$ cat src/rtl/l15_bridge_pkg.sv
package l15_bridge_pkg;

  // L1.5 request field widths
  localparam int ADDR_W    = 40;
  localparam int DATA_W    = 64;
  localparam int RQTYPE_W  = 5;
  localparam int SIZE_W    = 3;
  localparam int AMO_W     = 4;
  localparam int WAY_W     = 2;

  // L1.5 return type field
  localparam int RTNTYPE_W = 4;

  // Two entries so a writeback can queue behind a fill
  localparam int QUEUE_DEPTH = 2;

  // Return type codes from the L1.5
  localparam logic [RTNTYPE_W-1:0] RTN_LOAD   = 4'd0;
  localparam logic [RTNTYPE_W-1:0] RTN_IFILL  = 4'd1;
  localparam logic [RTNTYPE_W-1:0] RTN_ST_ACK = 4'd4;
  localparam logic [RTNTYPE_W-1:0] RTN_INT    = 4'd7;
  localparam logic [RTNTYPE_W-1:0] RTN_ATOMIC = 4'd8;

endpackage
$ cat src/rtl/l15_req_if.sv
`timescale 1ns/1ps

interface l15_req_if
  import l15_bridge_pkg::*;
  ();

  logic                v;
  logic                ready;
  logic [RQTYPE_W-1:0] rqtype;
  logic                nc;
  logic [SIZE_W-1:0]   size;
  logic [ADDR_W-1:0]   address;
  logic [DATA_W-1:0]   data;
  logic [AMO_W-1:0]    amo_op;
  logic [WAY_W-1:0]    l1rplway;

  // Fields must hold while v is high and ready is low
  modport source (
    output v,
    output rqtype,
    output nc,
    output size,
    output address,
    output data,
    output amo_op,
    output l1rplway,
    input  ready
  );

  modport sink (
    input  v,
    input  rqtype,
    input  nc,
    input  size,
    input  address,
    input  data,
    input  amo_op,
    input  l1rplway,
    output ready
  );

endinterface

$ cat src/rtl/l15_bridge_top.sv
`timescale 1ns/1ps

module l15_bridge_top
  import l15_bridge_pkg::*;
  (
  input  logic                 clk_i,
  input  logic                 rst_n_i,

  input  logic                 icache_req_v_i,
  output logic                 icache_req_ready_o,
  input  logic [RQTYPE_W-1:0]  icache_req_rqtype_i,
  input  logic                 icache_req_nc_i,
  input  logic [SIZE_W-1:0]    icache_req_size_i,
  input  logic [ADDR_W-1:0]    icache_req_address_i,
  input  logic [DATA_W-1:0]    icache_req_data_i,
  input  logic [AMO_W-1:0]     icache_req_amo_op_i,
  input  logic [WAY_W-1:0]     icache_req_l1rplway_i,

  input  logic                 dcache_req_v_i,
  output logic                 dcache_req_ready_o,
  input  logic [RQTYPE_W-1:0]  dcache_req_rqtype_i,
  input  logic                 dcache_req_nc_i,
  input  logic [SIZE_W-1:0]    dcache_req_size_i,
  input  logic [ADDR_W-1:0]    dcache_req_address_i,
  input  logic [DATA_W-1:0]    dcache_req_data_i,
  input  logic [AMO_W-1:0]     dcache_req_amo_op_i,
  input  logic [WAY_W-1:0]     dcache_req_l1rplway_i,

  output logic                 transducer_l15_val_o,
  output logic [RQTYPE_W-1:0]  transducer_l15_rqtype_o,
  output logic                 transducer_l15_nc_o,
  output logic [SIZE_W-1:0]    transducer_l15_size_o,
  output logic [ADDR_W-1:0]    transducer_l15_address_o,
  output logic [DATA_W-1:0]    transducer_l15_data_o,
  output logic [AMO_W-1:0]     transducer_l15_amo_op_o,
  output logic [WAY_W-1:0]     transducer_l15_l1rplway_o,
  input  logic                 l15_transducer_ack_i,

  input  logic                 l15_transducer_val_i,
  input  logic [RTNTYPE_W-1:0] l15_transducer_returntype_i,
  input  logic                 l15_transducer_inval_icache_inval_i,
  input  logic                 l15_transducer_inval_icache_all_way_i,
  input  logic                 l15_transducer_inval_dcache_inval_i,
  input  logic                 l15_transducer_inval_dcache_all_way_i,
  input  logic                 icache_ret_ready_i,
  input  logic                 dcache_ret_ready_i,
  output logic                 icache_ret_v_o,
  output logic                 dcache_ret_v_o,
  output logic                 transducer_l15_req_ack_o,

  output logic                 freeze_o
  );

  l15_req_if icache_in_if ();
  l15_req_if dcache_in_if ();
  l15_req_if icache_out_if ();
  l15_req_if dcache_out_if ();

  // Engine ports onto the queue inputs
  assign icache_in_if.v        = icache_req_v_i;
  assign icache_in_if.rqtype   = icache_req_rqtype_i;
  assign icache_in_if.nc       = icache_req_nc_i;
  assign icache_in_if.size     = icache_req_size_i;
  assign icache_in_if.address  = icache_req_address_i;
  assign icache_in_if.data     = icache_req_data_i;
  assign icache_in_if.amo_op   = icache_req_amo_op_i;
  assign icache_in_if.l1rplway = icache_req_l1rplway_i;
  assign icache_req_ready_o    = icache_in_if.ready;

  assign dcache_in_if.v        = dcache_req_v_i;
  assign dcache_in_if.rqtype   = dcache_req_rqtype_i;
  assign dcache_in_if.nc       = dcache_req_nc_i;
  assign dcache_in_if.size     = dcache_req_size_i;
  assign dcache_in_if.address  = dcache_req_address_i;
  assign dcache_in_if.data     = dcache_req_data_i;
  assign dcache_in_if.amo_op   = dcache_req_amo_op_i;
  assign dcache_in_if.l1rplway = dcache_req_l1rplway_i;
  assign dcache_req_ready_o    = dcache_in_if.ready;

  req_queue icache_queue (
    .clk_i   (clk_i),
    .rst_n_i (rst_n_i),
    .in_if   (icache_in_if.sink),
    .out_if  (icache_out_if.source)
  );

  req_queue dcache_queue (
    .clk_i   (clk_i),
    .rst_n_i (rst_n_i),
    .in_if   (dcache_in_if.sink),
    .out_if  (dcache_out_if.source)
  );

  req_arbiter cmd_arbiter (
    .clk_i                     (clk_i),
    .rst_n_i                   (rst_n_i),
    .icache_if                 (icache_out_if.sink),
    .dcache_if                 (dcache_out_if.sink),
    .transducer_l15_val_o      (transducer_l15_val_o),
    .transducer_l15_rqtype_o   (transducer_l15_rqtype_o),
    .transducer_l15_nc_o       (transducer_l15_nc_o),
    .transducer_l15_size_o     (transducer_l15_size_o),
    .transducer_l15_address_o  (transducer_l15_address_o),
    .transducer_l15_data_o     (transducer_l15_data_o),
    .transducer_l15_amo_op_o   (transducer_l15_amo_op_o),
    .transducer_l15_l1rplway_o (transducer_l15_l1rplway_o),
    .l15_transducer_ack_i      (l15_transducer_ack_i)
  );

  ret_steer ret_steer_0 (
    .clk_i                                 (clk_i),
    .rst_n_i                               (rst_n_i),
    .l15_transducer_val_i                  (l15_transducer_val_i),
    .l15_transducer_returntype_i           (l15_transducer_returntype_i),
    .l15_transducer_inval_icache_inval_i   (l15_transducer_inval_icache_inval_i),
    .l15_transducer_inval_icache_all_way_i (l15_transducer_inval_icache_all_way_i),
    .l15_transducer_inval_dcache_inval_i   (l15_transducer_inval_dcache_inval_i),
    .l15_transducer_inval_dcache_all_way_i (l15_transducer_inval_dcache_all_way_i),
    .icache_ret_ready_i                    (icache_ret_ready_i),
    .dcache_ret_ready_i                    (dcache_ret_ready_i),
    .icache_ret_v_o                        (icache_ret_v_o),
    .dcache_ret_v_o                        (dcache_ret_v_o),
    .transducer_l15_req_ack_o              (transducer_l15_req_ack_o),
    .freeze_o                              (freeze_o)
  );

endmodule

$ cat src/rtl/ret_steer.sv
`timescale 1ns/1ps

module ret_steer
  import l15_bridge_pkg::*;
  (
  input  logic                 clk_i,
  input  logic                 rst_n_i,
  input  logic                 l15_transducer_val_i,
  input  logic [RTNTYPE_W-1:0] l15_transducer_returntype_i,
  input  logic                 l15_transducer_inval_icache_inval_i,
  input  logic                 l15_transducer_inval_icache_all_way_i,
  input  logic                 l15_transducer_inval_dcache_inval_i,
  input  logic                 l15_transducer_inval_dcache_all_way_i,
  input  logic                 icache_ret_ready_i,
  input  logic                 dcache_ret_ready_i,
  output logic                 icache_ret_v_o,
  output logic                 dcache_ret_v_o,
  output logic                 transducer_l15_req_ack_o,
  output logic                 freeze_o
  );

  logic int_wakeup;
  logic both_ready;
  logic freeze_q;

  assign int_wakeup = l15_transducer_val_i & (l15_transducer_returntype_i == RTN_INT);

  assign icache_ret_v_o = l15_transducer_val_i
    & (l15_transducer_inval_icache_inval_i
       | l15_transducer_inval_icache_all_way_i
       | (l15_transducer_returntype_i == RTN_IFILL));

  assign dcache_ret_v_o = l15_transducer_val_i
    & (l15_transducer_inval_dcache_inval_i
       | l15_transducer_inval_dcache_all_way_i
       | (l15_transducer_returntype_i inside {RTN_LOAD, RTN_ST_ACK, RTN_ATOMIC}));

  // Invalidates may go to both engines, so wait for both
  assign both_ready = icache_ret_ready_i & dcache_ret_ready_i;

  // Wakeup is acked on its own
  assign transducer_l15_req_ack_o = ((icache_ret_v_o | dcache_ret_v_o) & both_ready)
                                    | int_wakeup;

  // Core held frozen until the first interrupt return
  always_ff @(posedge clk_i)
  begin
    if (!rst_n_i)
      freeze_q <= 1'b1;
    else if (int_wakeup)
      freeze_q <= 1'b0;
  end

  assign freeze_o = freeze_q;

  // L1.5 keeps an unacked return in place
  a_ret_held: assert property (@(posedge clk_i) disable iff (!rst_n_i)
    l15_transducer_val_i && !transducer_l15_req_ack_o
    |=> l15_transducer_val_i && $stable(l15_transducer_returntype_i));

endmodule

$ cat src/rtl/req_arbiter.sv
`timescale 1ns/1ps

module req_arbiter
  import l15_bridge_pkg::*;
  (
  input  logic                clk_i,
  input  logic                rst_n_i,
  l15_req_if.sink             icache_if,
  l15_req_if.sink             dcache_if,
  output logic                transducer_l15_val_o,
  output logic [RQTYPE_W-1:0] transducer_l15_rqtype_o,
  output logic                transducer_l15_nc_o,
  output logic [SIZE_W-1:0]   transducer_l15_size_o,
  output logic [ADDR_W-1:0]   transducer_l15_address_o,
  output logic [DATA_W-1:0]   transducer_l15_data_o,
  output logic [AMO_W-1:0]    transducer_l15_amo_op_o,
  output logic [WAY_W-1:0]    transducer_l15_l1rplway_o,
  input  logic                l15_transducer_ack_i
  );

  logic grant_icache;
  logic grant_dcache;

  // Fixed priority with the data cache first
  assign grant_dcache = dcache_if.v;
  assign grant_icache = icache_if.v & ~dcache_if.v;

  assign transducer_l15_val_o = grant_dcache | grant_icache;

  always_comb
  begin
    if (grant_dcache)
    begin
      transducer_l15_rqtype_o   = dcache_if.rqtype;
      transducer_l15_nc_o       = dcache_if.nc;
      transducer_l15_size_o     = dcache_if.size;
      transducer_l15_address_o  = dcache_if.address;
      transducer_l15_data_o     = dcache_if.data;
      transducer_l15_amo_op_o   = dcache_if.amo_op;
      transducer_l15_l1rplway_o = dcache_if.l1rplway;
    end
    else
    begin
      transducer_l15_rqtype_o   = icache_if.rqtype;
      transducer_l15_nc_o       = icache_if.nc;
      transducer_l15_size_o     = icache_if.size;
      transducer_l15_address_o  = icache_if.address;
      transducer_l15_data_o     = icache_if.data;
      transducer_l15_amo_op_o   = icache_if.amo_op;
      transducer_l15_l1rplway_o = icache_if.l1rplway;
    end
  end

  // Pop only the granted head
  assign dcache_if.ready = grant_dcache & l15_transducer_ack_i;
  assign icache_if.ready = grant_icache & l15_transducer_ack_i;

  // L1.5 acks only a presented request
  a_ack_with_val: assert property (@(posedge clk_i) disable iff (!rst_n_i)
    l15_transducer_ack_i |-> transducer_l15_val_o);

endmodule

$ cat src/rtl/req_queue.sv
`timescale 1ns/1ps

module req_queue
  import l15_bridge_pkg::*;
  (
  input logic       clk_i,
  input logic       rst_n_i,
  l15_req_if.sink   in_if,
  l15_req_if.source out_if
  );

  logic [RQTYPE_W-1:0] rqtype_mem   [QUEUE_DEPTH];
  logic                nc_mem       [QUEUE_DEPTH];
  logic [SIZE_W-1:0]   size_mem     [QUEUE_DEPTH];
  logic [ADDR_W-1:0]   address_mem  [QUEUE_DEPTH];
  logic [DATA_W-1:0]   data_mem     [QUEUE_DEPTH];
  logic [AMO_W-1:0]    amo_op_mem   [QUEUE_DEPTH];
  logic [WAY_W-1:0]    l1rplway_mem [QUEUE_DEPTH];

  logic [$clog2(QUEUE_DEPTH)-1:0]   rd_ptr_q;
  logic [$clog2(QUEUE_DEPTH)-1:0]   wr_ptr_q;
  logic [$clog2(QUEUE_DEPTH+1)-1:0] count_q;
  logic                             push;
  logic                             pop;

  assign in_if.ready = (count_q < QUEUE_DEPTH);
  assign out_if.v    = (count_q != '0);

  assign push = in_if.v & in_if.ready;
  assign pop  = out_if.v & out_if.ready;

  always_ff @(posedge clk_i)
  begin
    if (push)
    begin
      rqtype_mem[wr_ptr_q]   <= in_if.rqtype;
      nc_mem[wr_ptr_q]       <= in_if.nc;
      size_mem[wr_ptr_q]     <= in_if.size;
      address_mem[wr_ptr_q]  <= in_if.address;
      data_mem[wr_ptr_q]     <= in_if.data;
      amo_op_mem[wr_ptr_q]   <= in_if.amo_op;
      l1rplway_mem[wr_ptr_q] <= in_if.l1rplway;
    end
  end

  always_ff @(posedge clk_i)
  begin
    if (!rst_n_i)
    begin
      rd_ptr_q <= '0;
      wr_ptr_q <= '0;
      count_q  <= '0;
    end
    else
    begin
      if (push)
        wr_ptr_q <= wr_ptr_q + 1'b1;
      if (pop)
        rd_ptr_q <= rd_ptr_q + 1'b1;
      // Simultaneous push and pop leaves the count alone
      if (push && !pop)
        count_q <= count_q + 1'b1;
      else if (pop && !push)
        count_q <= count_q - 1'b1;
    end
  end

  // Head entry comes from registers so nothing falls through
  assign out_if.rqtype   = rqtype_mem[rd_ptr_q];
  assign out_if.nc       = nc_mem[rd_ptr_q];
  assign out_if.size     = size_mem[rd_ptr_q];
  assign out_if.address  = address_mem[rd_ptr_q];
  assign out_if.data     = data_mem[rd_ptr_q];
  assign out_if.amo_op   = amo_op_mem[rd_ptr_q];
  assign out_if.l1rplway = l1rplway_mem[rd_ptr_q];

  // Arbiter never pops an empty queue
  a_no_pop_empty: assert property (@(posedge clk_i) disable iff (!rst_n_i)
    out_if.ready |-> out_if.v);

endmodule

$ cat config.mk
export PLATFORM = sky130hd
export DESIGN_NAME = l15_bridge_top
export DESIGN_NICKNAME = d
export VERILOG_FILES = /design/src/rtl/l15_bridge_pkg.sv /design/src/rtl/l15_req_if.sv /design/src/rtl/l15_bridge_top.sv /design/src/rtl/ret_steer.sv /design/src/rtl/req_arbiter.sv /design/src/rtl/req_queue.sv
export SDC_FILE = /design/constraint.sdc
export NUM_CORES = 1
export LEC_CHECK = 0
export BUFFER_PORTS_ARGS = -buffer_cell sky130_fd_sc_hd__clkbuf_2
export CORE_MARGIN = 2
export CORE_UTILIZATION = 50
export DETAILED_ROUTE_END_ITERATION = 16
export GPL_TIMING_DRIVEN = 0
export PLACE_DENSITY = 0.74
export SYNTH_ARGS = -nofsm -noshare
export SYNTH_HDL_FRONTEND = slang
export SYNTH_SLANG_ARGS = --single-unit
export TNS_END_PERCENT = 10
$ cat constraint.sdc
create_clock -name clk_i -period 12.2 [get_ports clk_i]
set_input_delay 2.44 -clock clk_i [delete_from_list [all_inputs] [get_ports clk_i]]
set_output_delay 2.44 -clock clk_i [all_outputs]
set_load 0.02 [all_outputs]
==> results of run 1 <==
-- layer usage --
layer	wire length, µm	up-vias	global-route usage (%)
met5	52	-	0
met4	1393	8	9.106
met3	2900	96	4.689
met2	22310	378	38.20
met1	16660	5474	26.55
li1	-	5147	-
-- final cells by class --
| class | count | area, µm² | area share [%] |
|---|---|---|---|
| Tap cell | 468 | 585.6 | 2.535 |
| Antenna cell | 7 | 17.52 | 0.07583 |
| Inverter | 3 | 11.26 | 0.04875 |
| Sequential cell | 487 | 14510 | 62.83 |
| Timing Repair Buffer | 392 | 2210 | 9.566 |
| Clock buffer | 60 | 1310 | 5.671 |
| Buffer | 65 | 332.8 | 1.441 |
| Clock inverter | 31 | 355.3 | 1.538 |
| Multi-Input combinational cell | 526 | 3764 | 16.29 |
-- cells in the mapped netlist, drive strengths merged (2+ instances only) --
cell type	instances
a21oi	123
dfxtp	11
and2	2
ha	2
mux2i	119
edfxtp	476
xnor2	2
o21ai	6
a211oi	120
buf	48
xor2	5
clkbuf	17
or2	2
nor2b	123
nor2	10
inv	2
or3	4
-- registers in the layout (all words and copies together), names as in the netlist, named ones only --
register	flops
icache_queue.count_q	2
dcache_queue.count_q	2
ret_steer_0.freeze_o	1
dcache_queue.wr_ptr_q	1
icache_queue.wr_ptr_q	1
icache_queue.address_mem	80
icache_queue.data_mem	128
icache_queue.l1rplway_mem	4
icache_queue.size_mem	6
icache_queue.nc_mem	2
dcache_queue.l1rplway_mem	4
icache_queue.amo_op_mem	8
icache_queue.rqtype_mem	10
dcache_queue.amo_op_mem	8
dcache_queue.size_mem	6
dcache_queue.address_mem	80
dcache_queue.rd_ptr_q	1
dcache_queue.data_mem	128
dcache_queue.rqtype_mem	10
dcache_queue.nc_mem	2
icache_queue.rd_ptr_q	1
-- critical path, stage by stage --
cell and delay [ns]:
clkbuf_2 0.11, or4b_1 0.55, nand4b_1 0.13, a41o_1 0.18, clkbuf_2 0.17
-- worst min-delay path by stage --
stage / from / end / slack [ns]
5_1_grt: dcache_queue.rd_ptr_q$_SDFFE_PN0P_ / flip-flop / 0.53
4_1_cts: ret_steer_0.freeze_o$_SDFFE_PN1P_ / ret_steer_0.freeze_o$_SDFFE_PN1P_ / 0.50
3_3_place_gp: ret_steer_0.freeze_o$_SDFFE_PN1P_ / ret_steer_0.freeze_o$_SDFFE_PN1P_ / 0.46
3_5_place_dp: ret_steer_0.freeze_o$_SDFFE_PN1P_ / ret_steer_0.freeze_o$_SDFFE_PN1P_ / 0.49
6_report: ret_steer_0.freeze_o$_SDFFE_PN1P_ / ret_steer_0.freeze_o$_SDFFE_PN1P_ / 0.50
2_1_floorplan: dcache_queue.rd_ptr_q$_SDFFE_PN0P_ / flip-flop / 0.47
-- power groups by stage --
stage / Sequential (mW) / Clock [mW] / Combinational, mW
after floorplan: 2.27 / 0 / 1.26
after global placement: 2.32 / 0 / 1.95
after detailed placement: 2.24 / 0 / 2.05
after CTS: 2.20 / 1.56 / 2.06
after global routing: 2.22 / 1.62 / 2.19
final: 2.20 / 1.53 / 2.03
-- cell families after synthesis --
group | count (synthesis)
xor gates and xnor gates | 7
buffers and inverters | 68
muxes | 119
adders and majority gates | 2
AOI/OAI and AO/OA | 252
DFF | 487
and+or+nand+nor | 146
-- stage by stage --
step | hold WS [ns] | area [µm²]
final | 0.5019 | 23100
after detailed placement | 0.4889 | 21420
after global routing | 0.5303 | 23090
after global placement | 0.4589 | 21080
after CTS | 0.4973 | 23080
after floorplan | 0.4725 | 18600
==> implementation parameters, run 1 <==
Parameter                              Value

Die
  Die Outline Area ... 38760 µm²
  Vert. Die Dim ... 196.9 µm
  Initial Util ... 50.81%
  Top-level I/O count ... 380
  Floorplan Core Area ... 36610 µm²
  Horizontal die dimension ... 196.9 µm
  Number of rows created at floorplan ... 70

Global routing
  Maximum number of pins on one net before global-route repair ... 58
  Via count of the first global-routing pass ... 11.34k
  Global-route wire length before repair ... 63.81 mm
  Global route total overflow ... 0
  Global-route usage over all layers ... 21.91%
  Initial antenna violation count ... 11

Power and ir drop
  Clock network fraction of design power ... 26.6%
  Combinational share of power ... 35.2%
  Static leakage ... 8.275 nW
  Worst voltage drop across the vdd grid ... 0.0002108 V
  Final Total Pwr ... 5.773 mW
  Switching fraction of total power ... 35.56%
  Net switching power ... 2.053 mW
  PwrDens ... 249.9 nW/µm²
  Flop pwr share ... 38.2%
  Pint ... 3.720 mW

Yosys
  Simple-gate portion of the synthesized area ... 4.803%
  Post-Syn Instances ... 1081
  Post-synth cell types ... 30
  Xor-xnor portion of the synthesized cell area ... 0.3296%
  Adder and majority cell fraction of the synthesized area ... 0.1345%
  Post-synth ARST share ... 0%
  Share of cell area taken by muxes after synthesis ... 6.403%
  Synthesized-area fraction occupied by ao, oa, aoi and oai cells ... 8.455%
  Primary flip-flop cell chosen by synthesis mapping ... edfxtp_1
  Number of register bits inferred by synthesis ... 487
  Combinational family with the most area after synthesis ... compound AO/OA/AOI/OAI gates
  Post-Synthesis Mean Instance Area ... 17.21 µm²
  Main area contributors after synthesis ... edfxtp_1 (77%), mux2i_1 (6.4%), a211oi_1 (4.8%), nor2b_1 (4.1%), a21oi_1 (3.3%)
  Number of flops mapped to enable cells by yosys ... 476
  Proportion of netlist area held by the largest area contributor ... 76.84%
  Post-Syn Nets ... 1337
  Mapped Area ... 18600 µm²
  Share of synthesized area occupied by flip-flops and latches ... 78.03%
  Biggest area consumer among synthesized cells ... edfxtp_1
  Count of yosys warnings during synthesis ... 0

Critical path
  Number of cell instances on the worst register-to-register path ... 4
  Endpoint of the lowest-slack register-to-register path ... dcache_queue.data_mem[0][21]$_DFFE_PP_
  Category of the worst setup path capture point ... output pin
  Critical Path RT ... 9.76 ns
  Capturing instance or port of the critical path ... transducer_l15_req_ack_o
  Critical Path Start ... l15_transducer_returntype_i[1]
  Register-to-Register Setup Slack ... 10.01 ns
  Startpoint of the worst register-to-register path ... dcache_queue.count_q[1]$_SDFFE_PN0P_
  Data arrival, critical path ... 3.57 ns
  Maximum fanout along the worst path ... 3
  Type of the setup path with the least slack ... in2out
  Kind of start point of the critical path ... primary input

Timing
  Final count of hold timing violations ... 0
  Maximum achievable frequency ... 166.4 MHz
  Worst-Margin Slew ... 0.7545 ns
  Worst-case clock skew ... 0.02138 ns
  Final Slew Violations ... 0
  Setup repair after global routing missed its margin ... false
  Setup-failing EPs final ... 0
  Share of the clock period used by the worst path after layout ... 49.26%
  Summed negative setup slack over all endpoints ... 0 ns
  Relative slew slack ... 49.59%
  Min cycle time layout ... 6.010 ns
  Setup slack after layout ... 6.190 ns

Job
  Number of maximum-capacitance constraint violations ... 0

Placement
  DP Cell Count ... 1941
  Worst slack after detailed placement ... 6.217 ns
  Post-detail-place hpwl ... 29.63 mm
  IO buf count ... 379
  Final RePlAce weighted congestion ... 0.8099

Drt
  Initial detailed-routing violation count ... 600
  Antenna violation net count after detailed routing ... 0
  Via count normalized by instance count ... 5.445
  Number of iterations in the first detailed-routing pass ... 5
  Total number of vias ... 11.10k
  Routed len/inst ... 21.24 µm
  Routed Wire Length ... 43.31 mm
  Number of remaining DRC errors ... 0

Clock network
  Library cell used as clock root buffer ... clkbuf_16
  Register clock-pin slew on the reported worst setup and hold paths ... 0.06 ns
  Clock sink count ... 487
  Clock latency on the worst-skew pair ... 0.57 ns
  Setup bufs post-CTS ... 0
  Maximum clock insertion buffer count ... 3
  CTS tree ... yes
  Resized cells post-CTS ... 0
  TritonCTS Buffers ... 49
  Number of buffers added to fix hold violations after cts ... 0
  H-tree levels ... 2

Cells and area
  Number of nets in the final layout ... 1780
  Post-layout util ... 63.10%
  Top library cells by usage in the layout, fill and taps aside ... edfxtp_1 (476), clkbuf_2 (379), a21oi_1 (123)
  Non-filler instance count after layout ... 2039
  Layout overhead on the synthesized area ... 24.18%
  Leading cell type in the layout, fill and taps excluded ... edfxtp_1
  Share of final-layout standard cells stronger than drive strength 1 ... 32.74%
  Filler Cell Count ... 2636

Worst hold path
  WHS Path Cells ... 2
  Class of the tightest hold or removal check ... reg2reg

Status
  Status ... completed
Power figures use the tool's default switching activity.
==> run 2: changes to the inputs <==
--- a/config.mk
+++ b/config.mk
@@ -5,6 +5,7 @@
 export SDC_FILE = /design/constraint.sdc
 export NUM_CORES = 1
 export LEC_CHECK = 0
+export ABC_AREA = 1
 export BUFFER_PORTS_ARGS = -buffer_cell sky130_fd_sc_hd__clkbuf_2
 export CORE_MARGIN = 2
 export CORE_UTILIZATION = 50
==> constraint.sdc (replaced) <==
create_clock -name clk_i -period 6.3 [get_ports clk_i]
set_input_delay 1.26 -clock clk_i [delete_from_list [all_inputs] [get_ports clk_i]]
set_output_delay 1.26 -clock clk_i [all_outputs]
set_load 0.02 [all_outputs]
==> implementation parameters, run 2 <==
Parameter                              Value

Status
  Status ... completed

Yosys
  Top cells by instance count after synthesis ... edfxtp_1 (476), nor2_1 (258), o21ai_0 (207), o22ai_1 (119), o21ai_1 (33)
  Number of flops mapped to enable cells by yosys ... 476 (unchanged)
  Post-Syn Instances ... 1238 (+15%)
  Mapped Area ... 18210 µm² (-2.1%)
  Share of synthesized area occupied by flip-flops and latches ... 79.72% (+1.7 points)
  Post-Synthesis Mean Instance Area ... 14.71 µm² (-15%)
  Biggest area consumer among synthesized cells ... edfxtp_1
  Main area contributors after synthesis ... edfxtp_1 (79%), o21ai_0 (5.7%), nor2_1 (5.3%), o22ai_1 (4.1%), dfxtp_1 (1.2%)
  Post-Syn Nets ... 1494 (+12%)
  Post-synth ARST share ... 0% (unchanged)
  Proportion of netlist area held by the largest area contributor ... 78.51% (+1.7 points)
  Primary flip-flop cell chosen by synthesis mapping ... edfxtp_1
  Number of register bits inferred by synthesis ... 487 (unchanged)
  Count of yosys warnings during synthesis ... 0 (unchanged)
  Most frequently used cell type in the post-synthesis netlist ... edfxtp_1
  Post-synth cell types ... 25 (-17%)

Critical path
  Startpoint of the worst register-to-register path ... dcache_queue.count_q[1]$_SDFFE_PN0P_
  Chain of cells forming the critical path ... inv_2 -> buf_4 -> clkbuf_1 -> o21ai_0 -> o22ai_1 -> clkbuf_2
  Type of the setup path with the least slack ... reg2out
  Maximum fanout along the worst path ... 10 (+7)
  Kind of start point of the critical path ... flip-flop
  Library cell contributing the largest single delay on the critical path ... clkbuf_1
  Maximum single-stage delay on the critical path ... 0.46 ns (-0.09 ns)
  Category of the worst setup path capture point ... output pin
  Bufs and invs on worst path ... 4 (+2)
  Critical Path RT ... 5.04 ns (-4.72 ns)
  Data arrival, critical path ... 2.27 ns (-1.30 ns)
  Cell family with most CP delay ... buffers and inverters

Worst hold path
  Launch instance of the worst min-delay path ... ret_steer_0.freeze_o$_SDFFE_PN1P_
  Class of the tightest hold or removal check ... reg2reg

Clock network
  Clock sink count ... 487 (unchanged)
  Register clock-pin slew on the reported worst setup and hold paths ... 0.06 ns (about the same)
  CTS tree ... yes
  Maximum clock insertion buffer count ... 3 (unchanged)
  Number of buffers added to fix hold violations after cts ... 0 (unchanged)
  Resized cells post-CTS ... 0 (unchanged)
  Library cell used as clock root buffer ... clkbuf_16
  H-tree levels ... 2 (unchanged)
  Clock latency on the worst-skew pair ... 0.57 ns (about the same)
  TritonCTS Buffers ... 48 (-2.0%)
  Setup bufs post-CTS ... 0 (unchanged)

Placement
  Final RePlAce weighted congestion ... 0.8061 (-0.47%)
  DP Cell Count ... 2096 (+8.0%)
  Post-detail-place hpwl ... 31.55 mm (+6.5%)
  IO buf count ... 379 (unchanged)
  Instance area at placement ... 21100 µm² (-1.5%)

Cells and area
  Non-filler instance count after layout ... 2182 (+7.0%)
  Registers with the highest flip-flop counts ... dcache_queue.data_mem (128), icache_queue.data_mem (128)
  Layout overhead on the synthesized area ... 23.89%
  Top library cells by usage in the layout, fill and taps aside ... edfxtp_1 (476), clkbuf_2 (389), nor2_1 (254)
  Number of nets in the final layout ... 1941 (+9.0%)
  Leading cell type in the layout, fill and taps excluded ... edfxtp_1
  Final Cell Area ... 22560 µm² (-2.4%)
  Share of final-layout standard cells stronger than drive strength 1 ... 31.12% (-1.6 points)

Drt
  Routed Wire Length ... 47.13 mm (+8.8%)
  Number of remaining DRC errors ... 0 (unchanged)
  Number of iterations in the first detailed-routing pass ... 5 (unchanged)
  Via count normalized by instance count ... 5.533 (+1.6%)
  Antenna violation net count after detailed routing ... 0 (unchanged)
  Routed len/inst ... 21.60 µm (+1.7%)
  Initial detailed-routing violation count ... 877 (+46%)
  Total number of vias ... 12.07k (+8.7%)

Die
  Vert. Die Dim ... 194.8 µm (-1.0%)
  Initial Util ... 50.94% (+0.13 points)
  Horizontal die dimension ... 194.8 µm (-1.0%)
  Die Outline Area ... 37950 µm² (-2.1%)
  Top-level I/O count ... 380 (unchanged)
  Number of rows created at floorplan ... 69 (-1.4%)
  Floorplan Core Area ... 35740 µm² (-2.4%)

Timing
  Final count of hold timing violations ... 0 (unchanged)
  Setup-failing EPs final ... 0 (unchanged)
  Relative slew slack ... 46.83% (-2.8 points)
  Final Slew Violations ... 0 (unchanged)
  Share of the clock period used by the worst path after layout ... 56.10%
  Worst-case clock skew ... 0.008405 ns (-0.01298 ns)
  Min cycle time layout ... 3.534 ns
  Summed negative setup slack over all endpoints ... 0 ns (unchanged)
  Setup repair after global routing missed its margin ... false
  Post-route worst hold slack ... 0.4587 ns (-0.04328 ns)
  Maximum achievable frequency ... 282.9 MHz
  Worst-Margin Slew ... 0.7956 ns (+0.04109 ns)

Global routing
  Global-route wire length before repair ... 70.10 mm (+9.9%)
  Global-route usage over all layers ... 24.55% (+2.6 points)
  Maximum number of pins on one net before global-route repair ... 30 (-48%)
  Layer with the highest usage after global routing ... met2
  Global routing met2 resource utilization ... 42.77% (+4.6 points)
  Initial antenna violation count ... 3 (-8)
  Via count of the first global-routing pass ... 12.42k (+9.5%)
  GR met3 Demand/Resource ... 5.813% (+1.1 points)
  Routing usage on met1 ... 29.79% (+3.2 points)
  Global route total overflow ... 0 (unchanged)

Power and ir drop
  Worst voltage drop across the vdd grid ... 0.0004342 V (+110%)
  Static leakage ... 8.468 nW (+2.3%)
  Final Total Pwr ... 11.60 mW (+100%)
  PwrDens ... 514.2 nW/µm² (+110%)

Job
  Number of maximum-capacitance constraint violations ... 0 (unchanged)
-- run 2: area by class of cell --
cell class | instances | area, µm²
diodes | 2 | 5.005
plain buffers | 78 | 508.0
clock buffers | 62 | 1275
clock inverters | 22 | 175.2
fillers | 2653 | 13190
inverters | 17 | 66.31
multi-input cells | 656 | 3148
flip-flops and latches | 487 | 14510
well taps | 461 | 576.8
repair buffers | 397 | 2287
-- run 2: path summary, 6_finish.rpt --
kind / endpoint / slack (ns) / cells after the start
worst min register to register: ret_steer_0.freeze_o$_SDFFE_PN1P_ / 0.46 / 2
worst max-delay path: transducer_l15_data_o[15] / 2.77 / 6
worst min-delay path: ret_steer_0.freeze_o$_SDFFE_PN1P_ / 0.46 / 2
worst max register to register: dcache_queue.data_mem[1][6]$_DFFE_PP_ / 4.16 / 5
-- run 2: cell families (layout without fill, tap and decap cells) --
logic type	after synthesis	in the layout	share of synthesized area, %
and+or+nand+nor	289	289	6.075
xor gates and xnor gates	1	1	0.04812
AOI/OAI and AO/OA	364	364	10.87
buffers and inverters	95	576	3.154
adders and majority gates	2	2	0.1374
DFF	487	487	79.72
other	0	2	0
-- run 2: per-stage QoR --
| stage | util (%) | setup slack (ns) |
|---|---|---|
| after floorplan | - | -0.6251 |
| after global routing | 63.11 | 2.675 |
| after detailed placement | 59.04 | 3.055 |
| after global placement | 57.87 | -4.503 |
| after CTS | 63.09 | 2.759 |
| final | 63.11 | 2.766 |
-- run 2: worst register-to-register path, cell delays in order (launching register included) --
cell and delay [ns]:
dfxtp_1 0.33, inv_1 0.13, nand2_1 0.17, nor2_4 0.65, buf_12 0.30, buf_12 0.24
-- run 2: report_power, final --
group,leakage (nW),internal (mW),switching (mW),total (mW)
clock,0.709,1.54,1.14,2.68
combinational,3.24,1.44,3.21,4.66
sequential,4.52,4.15,0.115,4.26
total,8.47,7.13,4.47,11.6
-- run 2: layer usage --
| layer | part of all wire (%) | vias to the layer above | wire length [µm] |
|---|---|---|---|
| met5 | 0.019 | - | 9 |
| met4 | 2.9 | 2 | 1379 |
| met3 | 8.3 | 91 | 3935 |
| met2 | 50 | 507 | 23640 |
| met1 | 39 | 5900 | 18170 |
| li1 | - | 5574 | - |
==> run 3: changes to the inputs <==
==> constraint.sdc (replaced) <==
create_clock -name clk_i -period 3.5 [get_ports clk_i]
set_input_delay 0.7 -clock clk_i [delete_from_list [all_inputs] [get_ports clk_i]]
set_output_delay 0.7 -clock clk_i [all_outputs]
set_load 0.02 [all_outputs]
==> implementation parameters, run 3 (synthesis results as in run 2) <==
Parameter                              Value

Status
  Status ... completed

Clock network
  Number of buffers added to fix hold violations after cts ... 0 (unchanged)
  Library cell used as clock root buffer ... clkbuf_16
  CTS tree ... yes
  Clock sink count ... 487 (unchanged)
  Maximum clock insertion buffer count ... 3 (unchanged)
  TritonCTS Buffers ... 48 (unchanged)
  H-tree levels ... 2 (unchanged)
  Clock latency on the worst-skew pair ... 0.57 ns (about the same)
  Setup bufs post-CTS ... 0 (unchanged)
  Register clock-pin slew on the reported worst setup and hold paths ... 0.06 ns (about the same)
  Resized cells post-CTS ... 0 (unchanged)

Timing
  Setup repair after global routing missed its margin ... false
  Relative slew slack ... 39.61% (-7.2 points)
  Worst-case clock skew ... 0.02001 ns (+0.01160 ns)
  Post-route worst hold slack ... 0.3148 ns (-0.1438 ns)
  Share of the clock period used by the worst path after layout ... 85.23%
  Min cycle time layout ... 2.983 ns
  Worst-Margin Slew ... 0.9037 ns (+0.1081 ns)
  Setup-failing EPs final ... 0 (unchanged)
  Final Slew Violations ... 0 (unchanged)
  Setup slack after layout ... 0.5169 ns (-2.249 ns)
  Maximum achievable frequency ... 335.2 MHz
  Final count of hold timing violations ... 0 (unchanged)

Job
  Number of maximum-capacitance constraint violations ... 0 (unchanged)

Critical path
  Data arrival, critical path ... 2.28 ns (about the same)
  Type of the setup path with the least slack ... reg2out
  Category of the worst setup path capture point ... output pin
  Maximum fanout along the worst path ... 10 (unchanged)
  Kind of start point of the critical path ... flip-flop
  Critical Path RT ... 2.80 ns (-2.24 ns)

Placement
  Post-detail-place hpwl ... 31.66 mm (+0.37%)
  IO buf count ... 379 (unchanged)
  Worst slack after detailed placement ... 0.9988 ns (-2.057 ns)
  DP Cell Count ... 2094 (-0.095%)
  Final RePlAce weighted congestion ... 0.8019 (-0.52%)

Power and ir drop
  Combinational share of power ... 40.1% (about the same)
  Worst voltage drop across the vdd grid ... 0.0005642 V (+30%)
  PwrDens ... 923.2 nW/µm² (+80%)
  Clock network fraction of design power ... 22.9% (-0.2 points)
  Switching fraction of total power ... 38.61% (+0.10 points)
  Final Total Pwr ... 20.76 mW (+79%)
  Net switching power ... 8.016 mW (+79%)
  Flop pwr share ... 37.0% (+0.2 points)
  Pint ... 12.75 mW (+79%)
  Static leakage ... 8.437 nW (-0.37%)

Cells and area
  Share of final-layout standard cells stronger than drive strength 1 ... 31.14% (about the same)
  Area taken by flip-flops and latches ... 14510 µm² (unchanged)
  Total area of multi-input combinational cells ... 3148 µm² (unchanged)
  Top library cells by usage in the layout, fill and taps aside ... edfxtp_1 (476), clkbuf_2 (389), nor2_1 (254)
  Layout overhead on the synthesized area ... 23.52%
  Number of nets in the final layout ... 1939 (-0.10%)
  Registers with the highest flip-flop counts ... dcache_queue.data_mem (128), icache_queue.data_mem (128)
  Leading cell type in the layout, fill and taps excluded ... edfxtp_1
  Filler Cell Count ... 2663 (+0.38%)
  Non-filler instance count after layout ... 2181 (-0.046%)

Die
  Number of rows created at floorplan ... 69 (unchanged)
  Vert. Die Dim ... 194.8 µm (unchanged)
  Top-level I/O count ... 380 (unchanged)
  Floorplan Core Area ... 35740 µm² (unchanged)
  Die Outline Area ... 37950 µm² (unchanged)
  Initial Util ... 50.94% (unchanged)
  Horizontal die dimension ... 194.8 µm (unchanged)

Drt
  Initial detailed-routing violation count ... 817 (-6.8%)
  Via count normalized by instance count ... 5.534 (about the same)
  Antenna violation net count after detailed routing ... 0 (unchanged)
  Total number of vias ... 12.07k (-0.041%)
  Routed Wire Length ... 47.23 mm (+0.20%)
  Number of remaining DRC errors ... 0 (unchanged)
  Routed len/inst ... 21.65 µm (+0.25%)
  Number of iterations in the first detailed-routing pass ... 5 (unchanged)

Worst hold path
  Class of the tightest hold or removal check ... in2reg

Global routing
  Via count of the first global-routing pass ... 12.38k (-0.32%)
  Initial antenna violation count ... 10 (+7)
  Global route total overflow ... 0 (unchanged)
  Global-route usage over all layers ... 24.80% (+0.25 points)
  Global-route wire length before repair ... 70.50 mm (+0.56%)
  Maximum number of pins on one net before global-route repair ... 30 (unchanged)
==> run 3: cell types whose count changed in the layout (fill, tap and decap cells not counted) <==
cell,delta
clkinv_1,-1
buf_16,-2
clkinv_2,+1
inv_6,+1
bufinv_16,-1
clkinvlp_4,+1
==> run 3: cell type report <==
cell class                      instances  share of cell area [%]
Timing Repair Buffer                  395                   9.926
Clock inverter                         23                  0.7233
Tap cell                              461                   2.565
Buffer                                 78                   2.259
Clock buffer                           62                   5.670
Sequential cell                       487                   64.54
Antenna cell                            2                 0.02226
Multi-Input combinational cell        656                   14.00
Inverter                               17                  0.2949
==> run 3: worst max-delay path: stages, from the launching register on <==
cell	delay, ns
dfxtp_1	0.32
inv_2	0.05
buf_4	0.24
clkbuf_1	0.44
o21ai_0	0.17
o22ai_1	0.26
clkbuf_2	0.23
==> run 3: path summary, 6_finish.rpt <==
check,start,endpoint,slack (ns),depth (start not counted)
setup / recovery,flip-flop,transducer_l15_data_o[63],0.52,6
hold / removal,dcache_req_data_i[44],dcache_queue.data_mem[0][44]$_DFFE_PP_,0.31,1
setup reg to reg,icache_queue.count_q[1]$_SDFFE_PN0P_,icache_queue.address_mem[1][1]$_DFFE_PP_,1.31,5
hold reg to reg,ret_steer_0.freeze_o$_SDFFE_PN1P_,ret_steer_0.freeze_o$_SDFFE_PN1P_,0.46,2
==> run 3: power groups by stage <==
stage / Clock (mW) / Sequential (mW) / Combinational (mW)
5_1_grt: 5.06 / 7.74 / 9.00
4_1_cts: 4.83 / 7.68 / 8.40
6_report: 4.75 / 7.68 / 8.33
2_1_floorplan: 0 / 7.85 / 5.06
3_3_place_gp: 0 / 7.97 / 8.01
3_5_place_dp: 0 / 7.80 / 8.36
==> run 3: per-layer routing <==
metal  track usage (%)  vias to the layer above  share of wire [%]
li1                  -                     5564                  -
met1             30.64                     5880                 38
met2             42.36                      504                 50
met3             5.639                      107                8.3
met4             10.38                       14                3.6
met5                 0                        -               0.21
==> run 3: through the flow <==
stage	area [µm²]	util [%]	TNS [ns]
after global routing	22490	62.92	0
after detailed placement	21050	58.88	0
after CTS	22480	62.90	0
final	22490	62.92	0
after global placement	20690	57.89	-1530.32
after floorplan	18220	-	-406.33
